[config.mk]
export PLATFORM = sky130hd
export DESIGN_NAME = adder_top
export DESIGN_NICKNAME = d
export VERILOG_FILES = /design/src/logic/alu_types_pkg.sv /design/src/logic/wb_types_pkg.sv /design/src/logic/bk_prefix_tree.sv /design/src/logic/prefix_adder.sv /design/src/logic/adder_regs.sv /design/src/logic/adder_top.sv
export VERILOG_INCLUDE_DIRS = /design/src /design/src/include
export SDC_FILE = /design/constraint.sdc
export NUM_CORES = 1
export LEC_CHECK = 0
export BUFFER_PORTS_ARGS = -buffer_cell sky130_fd_sc_hd__buf_2
export CORE_MARGIN = 8
export CORE_UTILIZATION = 39
export DETAILED_ROUTE_END_ITERATION = 6
export GPL_TIMING_DRIVEN = 0
export SKIP_CTS_REPAIR_TIMING = 1
export SLEW_MARGIN = 20
export SYNTH_ARGS = -nofsm -noshare
export SYNTH_HDL_FRONTEND = slang
export SYNTH_SLANG_ARGS = --single-unit
[constraint.sdc]
create_clock -name clk -period 8.89 [get_ports clk]
set_input_delay 0.4445 -clock clk [delete_from_list [all_inputs] [get_ports clk]]
set_output_delay 0.4445 -clock clk [all_outputs]
set_load 0.01 [all_outputs]
[src/include/adder_macros.svh]
`ifndef ADDER_MACROS_SVH
`define ADDER_MACROS_SVH

// Operand width of the prefix adder. The sparse tree levels are laid out for
// exactly this width.
`define ADD_WIDTH 10

// Wishbone data and address widths.
`define WB_DATA_WIDTH 32
`define WB_ADR_WIDTH 4

// Register word offsets, taken from address bits 3 down to 2.
`define REG_OPA 2'd0
`define REG_OPB 2'd1
`define REG_CMD 2'd2
`define REG_RES 2'd3

// Command word opcode field.
`define CMD_OP_BITS 2

`endif

[src/logic/alu_types_pkg.sv]
`include "adder_macros.svh"

package alu_types_pkg;

    // Code 3 is reserved and executes as OP_ADD.
    typedef enum logic [`CMD_OP_BITS-1:0] {
        OP_ADD  = 2'd0,
        OP_ADDC = 2'd1,
        OP_SUB  = 2'd2
    } alu_op_t;

    // Flag positions in the result word, just above the sum.
    localparam int FLAG_CARRY = `ADD_WIDTH;
    localparam int FLAG_OVF   = `ADD_WIDTH + 1;
    localparam int FLAG_ZERO  = `ADD_WIDTH + 2;

endpackage

[src/logic/wb_types_pkg.sv]
`include "adder_macros.svh"

package wb_types_pkg;

    // Register select, decoded from the word address.
    typedef enum logic [1:0] {
        REG_SEL_OPA = `REG_OPA,
        REG_SEL_OPB = `REG_OPB,
        REG_SEL_CMD = `REG_CMD,
        REG_SEL_RES = `REG_RES
    } wb_reg_t;

    // The slave acks every request in the cycle after it is seen.
    typedef enum logic {
        ST_IDLE = 1'b0,
        ST_ACK  = 1'b1
    } wb_state_t;

endpackage

[src/logic/bk_prefix_tree.sv]
`timescale 1ns/1ps
`include "adder_macros.svh"

module bk_prefix_tree (
    input  logic [`ADD_WIDTH:1] p,
    input  logic [`ADD_WIDTH:1] g,
    output logic [`ADD_WIDTH:1] grp_p,
    output logic [`ADD_WIDTH:1] grp_g
);

    logic [`ADD_WIDTH:1] p_l1, g_l1;
    logic [`ADD_WIDTH:1] p_l2, g_l2;
    logic [`ADD_WIDTH:1] p_l3, g_l3;
    logic [`ADD_WIDTH:1] p_l4, g_l4;

    // Up-sweep. Each level merges a node with the one a power of two below it.
    for (genvar i = 1; i <= `ADD_WIDTH; i++) begin : g_lvl1
        if (i % 2 == 0) begin : g_op
            assign p_l1[i] = p[i] & p[i-1];
            assign g_l1[i] = g[i] | (p[i] & g[i-1]);
        end else begin : g_pass
            assign p_l1[i] = p[i];
            assign g_l1[i] = g[i];
        end
    end

    for (genvar i = 1; i <= `ADD_WIDTH; i++) begin : g_lvl2
        if (i % 4 == 0) begin : g_op
            assign p_l2[i] = p_l1[i] & p_l1[i-2];
            assign g_l2[i] = g_l1[i] | (p_l1[i] & g_l1[i-2]);
        end else begin : g_pass
            assign p_l2[i] = p_l1[i];
            assign g_l2[i] = g_l1[i];
        end
    end

    for (genvar i = 1; i <= `ADD_WIDTH; i++) begin : g_lvl3
        if (i % 8 == 0) begin : g_op
            assign p_l3[i] = p_l2[i] & p_l2[i-4];
            assign g_l3[i] = g_l2[i] | (p_l2[i] & g_l2[i-4]);
        end else begin : g_pass
            assign p_l3[i] = p_l2[i];
            assign g_l3[i] = g_l2[i];
        end
    end

    // Down-sweep. Positions 6 and 10 pick up the prefix ending two bits lower.
    for (genvar i = 1; i <= `ADD_WIDTH; i++) begin : g_lvl4
        if (i >= 6 && (i - 6) % 4 == 0) begin : g_op
            assign p_l4[i] = p_l3[i] & p_l3[i-2];
            assign g_l4[i] = g_l3[i] | (p_l3[i] & g_l3[i-2]);
        end else begin : g_pass
            assign p_l4[i] = p_l3[i];
            assign g_l4[i] = g_l3[i];
        end
    end

    // Odd positions from 3 up finish against the complete even prefix below.
    for (genvar i = 1; i <= `ADD_WIDTH; i++) begin : g_lvl5
        if (i >= 3 && i % 2 == 1) begin : g_op
            assign grp_p[i] = p_l4[i] & p_l4[i-1];
            assign grp_g[i] = g_l4[i] | (p_l4[i] & g_l4[i-1]);
        end else begin : g_pass
            assign grp_p[i] = p_l4[i];
            assign grp_g[i] = g_l4[i];
        end
    end

endmodule

[src/logic/prefix_adder.sv]
`timescale 1ns/1ps
`include "adder_macros.svh"

module prefix_adder
    import alu_types_pkg::*;
(
    input  logic [`ADD_WIDTH-1:0] opa,
    input  logic [`ADD_WIDTH-1:0] opb,
    input  alu_op_t               op,
    input  logic                  carry_in,
    output logic [`ADD_WIDTH-1:0] sum,
    output logic                  carry_out,
    output logic                  overflow
);

    logic [`ADD_WIDTH-1:0] opb_eff;
    logic                  cin_eff;
    logic [`ADD_WIDTH:1]   bit_p;
    logic [`ADD_WIDTH:1]   bit_g;
    logic [`ADD_WIDTH:1]   grp_p;
    logic [`ADD_WIDTH:1]   grp_g;

    // carry[i] is the carry out of bit i in 1-based numbering.
    // carry[0] is the carry into the LSB.
    logic [`ADD_WIDTH:0]   carry;

    // Subtract is A plus the ones complement of B plus one.
    always_comb begin
        opb_eff = opb;
        cin_eff = 1'b0;
        case (op)
            OP_SUB: begin
                opb_eff = ~opb;
                cin_eff = 1'b1;
            end
            OP_ADDC: begin
                cin_eff = carry_in;
            end
            default: begin
                cin_eff = 1'b0;
            end
        endcase
    end

    assign bit_p = opa ^ opb_eff;
    assign bit_g = opa & opb_eff;

    bk_prefix_tree u_tree (
        .p     (bit_p),
        .g     (bit_g),
        .grp_p (grp_p),
        .grp_g (grp_g)
    );

    assign carry[0] = cin_eff;

    for (genvar i = 1; i <= `ADD_WIDTH; i++) begin : g_carry
        assign carry[i] = grp_g[i] | (grp_p[i] & cin_eff);
    end

    assign sum = bit_p ^ carry[`ADD_WIDTH-1:0];

    assign carry_out = carry[`ADD_WIDTH];

    // Signed overflow shows as a mismatch between the carries in and out of the MSB.
    assign overflow = carry[`ADD_WIDTH] ^ carry[`ADD_WIDTH-1];

endmodule

[src/logic/adder_regs.sv]
`timescale 1ns/1ps
`include "adder_macros.svh"

module adder_regs
    import alu_types_pkg::*;
    import wb_types_pkg::*;
(
    input  logic                      clk,
    input  logic                      arst_n,
    input  logic                      wb_cyc,
    input  logic                      wb_stb,
    input  logic                      wb_we,
    input  logic [`WB_ADR_WIDTH-1:0]  wb_adr,
    input  logic [`WB_DATA_WIDTH-1:0] wb_dat_w,
    output logic [`WB_DATA_WIDTH-1:0] wb_dat_r,
    output logic                      wb_ack,
    output logic [`ADD_WIDTH-1:0]     opa,
    output logic [`ADD_WIDTH-1:0]     opb,
    output alu_op_t                   op,
    output logic                      carry_in,
    input  logic [`ADD_WIDTH-1:0]     sum,
    input  logic                      carry_out,
    input  logic                      overflow
);

    localparam int PAD_W = `WB_DATA_WIDTH - `ADD_WIDTH;
    localparam int CMD_PAD_W = `WB_DATA_WIDTH - `CMD_OP_BITS;

    wb_state_t                  state;
    wb_reg_t                    reg_sel;
    logic                       req;
    logic                       wr_en;
    logic                       rd_en;
    logic                       start;
    logic [`ADD_WIDTH-1:0]      res_sum;
    logic                       res_carry;
    logic                       res_ovf;
    logic                       res_zero;
    logic [`WB_DATA_WIDTH-1:0]  res_word;
    logic [`WB_DATA_WIDTH-1:0]  rd_word;

    // Bits 1:0 are the byte lane within a word and play no part in decoding.
    assign reg_sel = wb_reg_t'(wb_adr[3:2]);

    // A strobe that is still high during the ack cycle is not a new request.
    assign req   = wb_cyc && wb_stb && (state == ST_IDLE);
    assign wr_en = req && wb_we;
    assign rd_en = req && !wb_we;

    assign wb_ack = (state == ST_ACK);

    always_ff @(posedge clk or negedge arst_n) begin
        if (!arst_n) begin
            state <= ST_IDLE;
        end else begin
            case (state)
                ST_IDLE: if (req) state <= ST_ACK;
                default: state <= ST_IDLE;
            endcase
        end
    end

    // Writes land on the edge that raises ack.
    always_ff @(posedge clk or negedge arst_n) begin
        if (!arst_n) begin
            opa   <= '0;
            opb   <= '0;
            op    <= OP_ADD;
            start <= 1'b0;
        end else begin
            start <= wr_en && (reg_sel == REG_SEL_CMD);
            if (wr_en) begin
                case (reg_sel)
                    REG_SEL_OPA: opa <= wb_dat_w[`ADD_WIDTH-1:0];
                    REG_SEL_OPB: opb <= wb_dat_w[`ADD_WIDTH-1:0];
                    REG_SEL_CMD: op  <= alu_op_t'(wb_dat_w[`CMD_OP_BITS-1:0]);
                    default: ;
                endcase
            end
        end
    end

    // The adder settles during the ack cycle of the command write and is
    // sampled on the edge that closes it.
    always_ff @(posedge clk or negedge arst_n) begin
        if (!arst_n) begin
            res_sum   <= '0;
            res_carry <= 1'b0;
            res_ovf   <= 1'b0;
            res_zero  <= 1'b0;
            carry_in  <= 1'b0;
        end else if (start) begin
            res_sum   <= sum;
            res_carry <= carry_out;
            res_ovf   <= overflow;
            res_zero  <= (sum == '0);
            carry_in  <= carry_out;
        end
    end

    always_comb begin
        res_word             = '0;
        res_word[`ADD_WIDTH-1:0] = res_sum;
        res_word[FLAG_CARRY] = res_carry;
        res_word[FLAG_OVF]   = res_ovf;
        res_word[FLAG_ZERO]  = res_zero;
    end

    always_comb begin
        case (reg_sel)
            REG_SEL_OPA: rd_word = {{PAD_W{1'b0}}, opa};
            REG_SEL_OPB: rd_word = {{PAD_W{1'b0}}, opb};
            REG_SEL_CMD: rd_word = {{CMD_PAD_W{1'b0}}, op};
            default:     rd_word = res_word;
        endcase
    end

    // Read data is registered with the request so it is valid while ack is high.
    always_ff @(posedge clk or negedge arst_n) begin
        if (!arst_n) begin
            wb_dat_r <= '0;
        end else if (rd_en) begin
            wb_dat_r <= rd_word;
        end
    end

endmodule

[src/logic/adder_top.sv]
`timescale 1ns/1ps
`include "adder_macros.svh"

module adder_top
    import alu_types_pkg::*;
(
    input  logic                      clk,
    input  logic                      arst_n,
    input  logic                      wb_cyc,
    input  logic                      wb_stb,
    input  logic                      wb_we,
    input  logic [`WB_ADR_WIDTH-1:0]  wb_adr,
    input  logic [`WB_DATA_WIDTH-1:0] wb_dat_w,
    output logic [`WB_DATA_WIDTH-1:0] wb_dat_r,
    output logic                      wb_ack
);

    logic [`ADD_WIDTH-1:0] opa;
    logic [`ADD_WIDTH-1:0] opb;
    alu_op_t               op;
    logic                  carry_in;
    logic [`ADD_WIDTH-1:0] sum;
    logic                  carry_out;
    logic                  overflow;

    adder_regs u_regs (
        .clk       (clk),
        .arst_n    (arst_n),
        .wb_cyc    (wb_cyc),
        .wb_stb    (wb_stb),
        .wb_we     (wb_we),
        .wb_adr    (wb_adr),
        .wb_dat_w  (wb_dat_w),
        .wb_dat_r  (wb_dat_r),
        .wb_ack    (wb_ack),
        .opa       (opa),
        .opb       (opb),
        .op        (op),
        .carry_in  (carry_in),
        .sum       (sum),
        .carry_out (carry_out),
        .overflow  (overflow)
    );

    prefix_adder u_adder (
        .opa       (opa),
        .opb       (opb),
        .op        (op),
        .carry_in  (carry_in),
        .sum       (sum),
        .carry_out (carry_out),
        .overflow  (overflow)
    );

endmodule

==> results_dict.tcl, run 1 <==
set metrics [dict create \
    critical_path_class "reg2reg" \
    fin_crit_sh 0.361 \
    max_freq_ghz 0.312 \
    crit_fanout 10 \
    worst_hold_slack_ns 0.148 \
    dp_hpwl_um 4420 \
    clock-sinks 50 \
    die_h_um 101 \
    swShare 0.372 \
    grt_antenna_before_repair 0 \
    worst_slew_pin_slew_ns 0.879 \
    viasPerCell 4.66 \
    syn_inst 263 \
    synth_edf_count 0 \
    dieArea_um2 10300 \
    synth_top_area_frac 0.440 \
    drt_iter0_markers 57 \
    power_switching_uw 330 \
    synth_flop_cell "dfrtp_1" \
    finClkSkew_ns 0.00655 \
    p_leak_uw 0.00157 \
    grt_pass1_wl_um 9550 \
    fp-row-count 31 \
    p_int_uw 558 \
    gp_congestion 0.795 \
    min_path_type "in2async" \
    crit_path_start_kind "flop" \
    cts_tree "yes" \
    netlist_top_cells_area "dfrtp_1 (44%), mux2_2 (11%), ha_1 (5.3%), buf_4 (5.0%), a21oi_1 (3.7%)" \
    io_pins 74 \
    wl_per_cell_um 13.4 \
    first_global_vias 2018 \
    start_util 0.398 \
    relSlewSlack 0.411 \
    slew_viol_final 0 \
    rsz0062_at_grt "no" \
    crit_arrival_ns 3.40 \
    finalSetupTns_ns 0 \
    ant_nets 0 \
    area_delta_synth_final_pct 15.8 \
    grt-ovfl-total 0 \
    core-area_um2 7140 \
    grt_use_total 0.117 \
    die_w_um 101 \
    clkPwrFrac 0.178 \
    hold_viol 0 \
    endpoint_kind "flop" \
    synth_cell_types 44 \
    drt-total-wl_um 5600 \
    yosysTopAreaCell "dfrtp_1" \
    final-setup-viol-count 0 \
    yosysSeqAreaShare 0.440 \
    synth_area_per_cell_um2 10.8 \
    cts_root_buf "clkbuf_8" \
    p_per_area_nw_per_um2 270 \
    n_antenna_cell 0 \
    ys_warn_count 0 \
    yosysMostFrequentCell "dfrtp_1" \
    numPortBuffers 29 \
    seqPwrFrac 0.379 \
    cts-buffers-inserted 5 \
    clk_pin_slew_worst_paths_ns 0.09 \
    required_ns 9.09 \
    clock_latency_ns 0.30 \
    outcome "finished, final reports clean" \
    combPwrFrac 0.443 \
    drc 0 \
    timing.final.crit_period_ns 3.21 \
    clk_path_buf_depth 2 \
    netlist_area_um2 2840 \
    synthTopCellsByCount "dfrtp_1 (50), mux2_2 (28), nor2_1 (25)" \
    htreeDepth 2 \
    nNetsFinal 371 \
    drive_gt1_frac 0.308 \
    grt_max_degree 51 \
    vias 1942 \
    ir_drop_mv 0.100 \
    async_flop_share 1.00 \
    maxCapViolations 0 \
    firstDrtPassIters 4 \
    ys_ff_latch 50 \
]
==> power by group through the flow <==
stage	logic, µW	registers, µW	clock network [µW]
global route	447	345	172
CTS	397	337	165
floorplan	306	336	0
finish	393	336	158
global placement	389	339	0
detailed placement	395	341	0
==> flip-flops by register name, indices dropped and copies added, names as in the netlist <==
signal	count
u_regs.start	1
u_regs.res_ovf	1
u_regs.carry_in	1
u_regs.res_zero	1
u_regs.opa	10
u_regs.wb_dat_r	13
u_regs.res_sum	10
u_regs.opb	10
u_regs.op	2
u_regs.wb_ack	1
==> worst max-delay path, cell delays in order, from the launching register on <==
cell and delay, ns:
dfrtp_1 0.41, inv_1 0.07, ha_1 0.16, clkbuf_1 0.54, xor2_1 0.15, ha_1 0.36
a21o_1 0.24, a22oi_2 0.28, o221ai_2 0.20, a211oi_1 0.34, nor2_1 0.08, mux2_2 0.27
==> per-layer routing <==
metal | GRT usage | wire length [µm]
met5 | 0 | 0
met4 | 0.0515 | 108
met3 | 0.0254 | 344
met2 | 0.183 | 2490
met1 | 0.151 | 2660
==> logic make-up (layout without fill, tap and decap cells) <==
logic type      Yosys count  in the layout  share of synthesized area
simple gates             55             55                     0.0916
compound gates           50             50                      0.121
flops                    50             50                      0.440
buf+inv                  39             76                     0.0784
mux                      38             38                      0.155
xor+xnor                 17             17                     0.0524
fa+ha+maj                13             13                     0.0599
other cells               1             19                    0.00132
==> stage by stage <==
step / area, µm² / cells / util / total power (µW) / worst slack [ns]
final: 3290 / 417 / 0.461 / 887 / 5.68
after global routing: 3290 / 417 / 0.461 / 964 / 5.37
after CTS: 3290 / 417 / 0.461 / 899 / 5.64
after detailed placement: 3180 / 409 / 0.446 / 737 / 5.66
after global placement: 3180 / 409 / 0.445 / 727 / 5.69
after floorplan: 2910 / 281 / - / 642 / 6.03
==> worst paths after layout <==
path / from / to / slack (ns) / depth (start not counted)
worst max-delay path: u_regs.op[0]$_DFFE_PN0P_ / u_regs.res_sum[8]$_DFFE_PN0P_ / 5.68 / 11
worst min-delay path: arst_n / u_regs.op[1]$_DFFE_PN0P_ / 0.15 / 1
worst max register to register: u_regs.op[0]$_DFFE_PN0P_ / u_regs.res_sum[8]$_DFFE_PN0P_ / 5.68 / 11
worst min register to register: u_regs.wb_ack$_DFF_PN0_ / u_regs.wb_ack$_DFF_PN0_ / 0.47 / 1
max in group asynchronous: arst_n / u_regs.res_sum[1]$_DFFE_PN0P_ / 8.29 / 1
min in group clk: wb_dat_w[1] / u_regs.op[1]$_DFFE_PN0P_ / 0.37 / 3
==> cells in the final DEF (no fill, tap or decap), types with 5 or more instances in the layout <==
cell type / n
inv_1: 9
dfrtp_1: 50
buf_4: 20
buf_2: 32
mux2i_1: 8
a21oi_1: 21
clkbuf_1: 7
xnor2_1: 7
nand2_1: 11
clkbuf_8: 5
o21ai_0: 9
xor2_1: 10
nor2_1: 25
conb_1: 19
ha_1: 12
mux2_2: 28
==> cell type report <==
type | instances | area (µm²)
Fill cell | 714 | 3850
Multi-Input combinational cell | 192 | 1440
Sequential cell | 50 | 1250
Buffer | 30 | 189
Timing Repair Buffer | 29 | 148
Tap cell | 99 | 124
Clock buffer | 5 | 68.8
Clock inverter | 3 | 40.0
Inverter | 9 | 33.8
Note: power is estimated with default switching activity, not from simulation.
==> run 2, diff against run 1 <==
==> constraint.sdc (replaced) <==
create_clock -name clk -period 3.3 [get_ports clk]
set_input_delay 0.165 -clock clk [delete_from_list [all_inputs] [get_ports clk]]
set_output_delay 0.165 -clock clk [all_outputs]
set_load 0.01 [all_outputs]
==> results_dict.tcl, run 2 (synthesis gave the netlist of run 1 again) <==
set metrics [dict create \
    outcome "finished, final reports clean" \
    power_uw 2390 \
    htreeDepth 2 \
    cts-buffers-inserted 5 \
    ant_nets 0 \
    grt_antenna_before_repair 0 \
    area_delta_synth_final_pct 16.2 \
    p_leak_uw 0.00157 \
    drt-total-wl_um 5600 \
    clock-sinks 50 \
    crit_path_top_delay_cell "dfrtp_1" \
    maxCapViolations 0 \
    relSlewSlack 0.420 \
    grt_use_total 0.117 \
    slew_viol_final 0 \
    gp_congestion 0.795 \
    max_freq_ghz 0.336 \
    ir_drop_mv 0.271 \
    timing.final.crit_period_ns 2.97 \
    clk_pin_slew_worst_paths_ns 0.09 \
    nNetsFinal 372 \
    finalSetupTns_ns 0 \
    clk_path_buf_depth 2 \
    layout_common_cells "dfrtp_1 (50), buf_2 (32), mux2_2 (28)" \
    startpoint "u_regs.op[0]$_DFFE_PN0P_" \
    final-setup-viol-count 0 \
    grt-ovfl-total 0 \
    dieArea_um2 10300 \
    worst_slew_pin_slew_ns 0.866 \
    critical_path_class "reg2reg" \
    p_per_area_nw_per_um2 725 \
    rsz0062_at_grt "no" \
    largest-register "u_regs.wb_dat_r" \
    cts_root_buf "clkbuf_8" \
    hold_start "wb_dat_w[1]" \
    finClkSkew_ns 0.00656 \
    required_ns 3.50 \
    firstDrtPassIters 4 \
    core-area_um2 7140 \
    numPortBuffers 29 \
    wl_per_cell_um 13.4 \
    endpoint_kind "flop" \
    die_w_um 101 \
    grt_max_degree 51 \
    crit_fanout 10 \
    critPathTopFamily "compound AO/OA/AOI/OAI gates" \
    vias 1950 \
    crit_path_start_kind "flop" \
    drive_gt1_frac 0.310 \
    clock_latency_ns 0.30 \
    crit_arrival_ns 3.17 \
    grt_pass1_wl_um 9550 \
    die_h_um 101 \
    worst-path-buf-inv 2 \
    largest_register_ffs 13 \
    hold_viol 0 \
    fin_crit_sh 0.901 \
    crit_path_cell_trace "inv_1, ha_1, clkbuf_2, xor2_1, ha_1, a21o_1, a22oi_2, o221ai_2, a211oi_1, nor2_1, mux2_2" \
    min_path_type "in2reg" \
    drt_iter0_markers 63 \
    rr_startpoint "u_regs.op[0]$_DFFE_PN0P_" \
    crit_top_cell "ha_1" \
    first_global_vias 2018 \
    dp_hpwl_um 4420 \
    fp-row-count 31 \
    drc 0 \
    slowest_delay_ns 0.38 \
    n_antenna_cell 0 \
    worst_hold_slack_ns 0.0868 \
    viasPerCell 4.67 \
    io_pins 74 \
    final_common_cell "dfrtp_1" \
    cts_tree "yes" \
    start_util 0.398 \
]
[run 2: cell types whose count changed in the layout (fill, tap and decap cells not counted)]
cell | before | now
clkbuf_1 | 7 | 6
dlygate4sd3_1 | 0 | 1
clkbuf_2 | 0 | 1
[run 2: cell type report]
type	instances	area [µm²]
Clock inverter	3	40.0
Timing Repair Buffer	30	158
Clock buffer	5	68.8
Tap cell	99	124
Buffer	30	190
Sequential cell	50	1250
Fill cell	714	3840
Multi-Input combinational cell	192	1440
Inverter	9	33.8
[run 2: worst paths after layout]
path,cells past startpoint,slack (ns),to
setup reg to reg,11,0.33,u_regs.res_sum[8]$_DFFE_PN0P_
max in group asynchronous,2,2.44,u_regs.res_sum[1]$_DFFE_PN0P_
hold / removal,3,0.09,u_regs.op[1]$_DFFE_PN0P_
hold reg to reg,1,0.47,u_regs.wb_ack$_DFF_PN0_
min in group asynchronous,2,0.41,u_regs.opb[0]$_DFFE_PN0P_
setup / recovery,11,0.33,u_regs.res_sum[8]$_DFFE_PN0P_
[run 2: layer usage]
metal  vias up  routed length [µm]  track usage
met4         0                 104       0.0515
li1        987                   -            -
met2        38                2520        0.183
met5         -                   0            0
met3         9                 328       0.0254
met1       916                2650        0.151
[run 2: through the flow]
stage / area (µm²) / setup WS, ns / std cells / util
after global routing: 3300 / 0.0490 / 418 / 0.462
after detailed placement: 3180 / 0.0709 / 409 / 0.446
after floorplan: 2910 / 0.438 / 281 / -
after global placement: 3180 / 0.0996 / 409 / 0.445
final: 3300 / 0.328 / 418 / 0.462
after CTS: 3290 / 0.0487 / 417 / 0.461
[run 2: report_power, final]
part	switching, µW	total (µW)	leakage, µW	internal [µW]
Clock	204	427	0.0000579	223
Sequential	119	905	0.000616	786
Combinational	566	1060	0.000900	495
[run 2: tightest hold or removal path, cell delays in order]
cell and delay, ns:
buf_2 0.09, nand2_1 0.04, o21ai_0 0.06
==> run 3, diff against run 2 <==
--- a/config.mk
+++ b/config.mk
@@ -7,6 +7,7 @@
 export NUM_CORES = 1
 export LEC_CHECK = 0
 export BUFFER_PORTS_ARGS = -buffer_cell sky130_fd_sc_hd__buf_2
+export CORE_ASPECT_RATIO = 0.7
 export CORE_MARGIN = 8
 export CORE_UTILIZATION = 39
 export DETAILED_ROUTE_END_ITERATION = 6
==> results_dict.tcl, run 3 (synthesis gave the netlist of run 1 again) <==
set metrics [dict create \
    clk_pin_slew_worst_paths_ns 0.11 \
    n_antenna_cell 0 \
    core-area_um2 7190 \
    cts-buffers-inserted 5 \
    outcome "finished, final reports clean" \
    drt_iter0_markers 152 \
    viasPerCell 4.76 \
    relSlewSlack 0.318 \
    numPortBuffers 29 \
    first_global_vias 1935 \
    hold_viol 0 \
    power_switching_uw 940 \
    die_w_um 118 \
    area_delta_synth_final_pct 16.4 \
    grt_antenna_before_repair 0 \
    clock_latency_ns 0.32 \
    multi_input_area_um2 1440 \
    crit_path_start_kind "flop" \
    crit_arrival_ns 3.28 \
    timing.final.crit_period_ns 3.06 \
    startpoint "u_regs.op[0]$_DFFE_PN0P_" \
    grt_max_degree 32 \
    layout_common_cells "dfrtp_1 (50), buf_2 (34), mux2_2 (28)" \
    grt_use_total 0.125 \
    final-setup-viol-count 0 \
    slowest_delay_ns 0.42 \
    drc 0 \
    crit_fanout 10 \
    crit_path_cell_trace "inv_1, ha_1, buf_2, xor2_1, ha_1, and4b_2, a221oi_2, nor2b_1, a2111oi_0, a21oi_1, o31ai_2" \
    rr_startpoint "u_regs.op[0]$_DFFE_PN0P_" \
    final_common_cell "dfrtp_1" \
    final_area_um2 3310 \
    p_int_uw 1460 \
    worst-path-buf-inv 2 \
    seq_area_um2 1250 \
    gp_congestion 0.810 \
    rsz0062_at_grt "no" \
    io_pins 74 \
    crit_path_top_delay_cell "dfrtp_1" \
    worst_slew_pin_slew_ns 1.02 \
    drt-total-wl_um 6130 \
    largest_register_ffs 13 \
    ir_drop_mv 0.245 \
    min_path_type "in2reg" \
    nNetsFinal 373 \
    cts_tree "yes" \
    critPathTopFamily "compound AO/OA/AOI/OAI gates" \
    seqPwrFrac 0.377 \
    hold_start "wb_dat_w[0]" \
    maxCapViolations 0 \
    max_freq_ghz 0.327 \
    cts_root_buf "clkbuf_8" \
    clock-sinks 50 \
    wl_per_cell_um 14.7 \
    dieArea_um2 10300 \
    combPwrFrac 0.460 \
    critical_path_class "reg2reg" \
    swShare 0.392 \
    dp_hpwl_um 4690 \
    vias 1990 \
    drive_gt1_frac 0.313 \
    firstDrtPassIters 4 \
    power_uw 2400 \
    largest-register "u_regs.wb_dat_r" \
    endpoint_kind "flop" \
    clkPwrFrac 0.163 \
    clk_path_buf_depth 2 \
    grt-ovfl-total 0 \
    finClkSkew_ns 0.0165 \
    crit_top_cell "ha_1" \
    fin_crit_sh 0.926 \
    htreeDepth 2 \
    fp-row-count 26 \
    fillers 689 \
    grt_pass1_wl_um 10300 \
    p_per_area_nw_per_um2 726 \
    required_ns 3.53 \
    p_leak_uw 0.00158 \
    ant_nets 0 \
    start_util 0.395 \
    slew_viol_final 0 \
    place_area_um2 3200 \
    die_h_um 87.4 \
]
run 3: cell count changes in the layout (fill, tap and decap cells not counted):
cell | previous run | this run
clkbuf_8 | 5 | 6
clkinv_4 | 0 | 2
buf_4 | 20 | 19
clkinv_2 | 2 | 0
clkbuf_2 | 1 | 0
bufinv_16 | 1 | 0
buf_2 | 32 | 34
buf_12 | 0 | 1
run 3: path summary, 6_finish.rpt:
kind,end,slack [ns],cells past startpoint
min,u_regs.op[0]$_DFFE_PN0P_,0.08,3
max in group asynchronous,u_regs.opa[7]$_DFFE_PN0P_,2.43,3
min reg2reg,u_regs.wb_ack$_DFF_PN0_,0.46,1
max,u_regs.res_zero$_DFFE_PN0P_,0.24,11
min in group asynchronous,u_regs.wb_ack$_DFF_PN0_,0.34,2
max reg2reg,u_regs.res_zero$_DFFE_PN0P_,0.24,11
run 3: layout make-up:
| class | count | share of cell area |
|---|---|---|
| buffer | 30 | 0.0575 |
| clock buffer | 6 | 0.0250 |
| clock inverter | 2 | 0.00530 |
| inverter | 9 | 0.0102 |
| multi-input combinational | 192 | 0.434 |
| sequential | 50 | 0.378 |
| tap | 98 | 0.0371 |
| timing repair buffer | 31 | 0.0530 |
run 3: power groups by stage:
| stage | registers (µW) | clock network (µW) | logic, µW |
|---|---|---|---|
| 6_report | 906 | 392 | 1100 |
| 5_1_grt | 932 | 428 | 1220 |
| 4_1_cts | 905 | 406 | 1090 |
| 3_5_place_dp | 919 | 0 | 1080 |
| 3_3_place_gp | 910 | 0 | 1070 |
| 2_1_floorplan | 905 | 0 | 825 |
run 3: per-layer routing:
layer  GRT usage  up-vias  share of wire  wire (µm)
li1            -      996              -          -
met1       0.187      940           0.56       3430
met2       0.166       46           0.38       2300
met3      0.0402        8          0.057        351
met4      0.0278        0         0.0086         53
met5           0        -              0          0
run 3: tightest hold or removal path, cell delays in order:
cell and delay, ns:
buf_2 0.09, nand2_1 0.05, o21ai_0 0.06
run 3: per-stage QoR:
step | hold WS (ns) | std cells | util | TNS (ns) | worst slack (ns)
after floorplan | -0.131 | 281 | - | 0 | 0.438
after global placement | 0.403 | 408 | 0.442 | -0.126 | -0.0724
after detailed placement | 0.151 | 409 | 0.445 | -0.0547 | -0.0327
after CTS | -0.197 | 417 | 0.459 | -0.123 | -0.0704
after global routing | 0.0850 | 418 | 0.460 | 0 | 0.0118
final | 0.0798 | 418 | 0.460 | 0 | 0.243
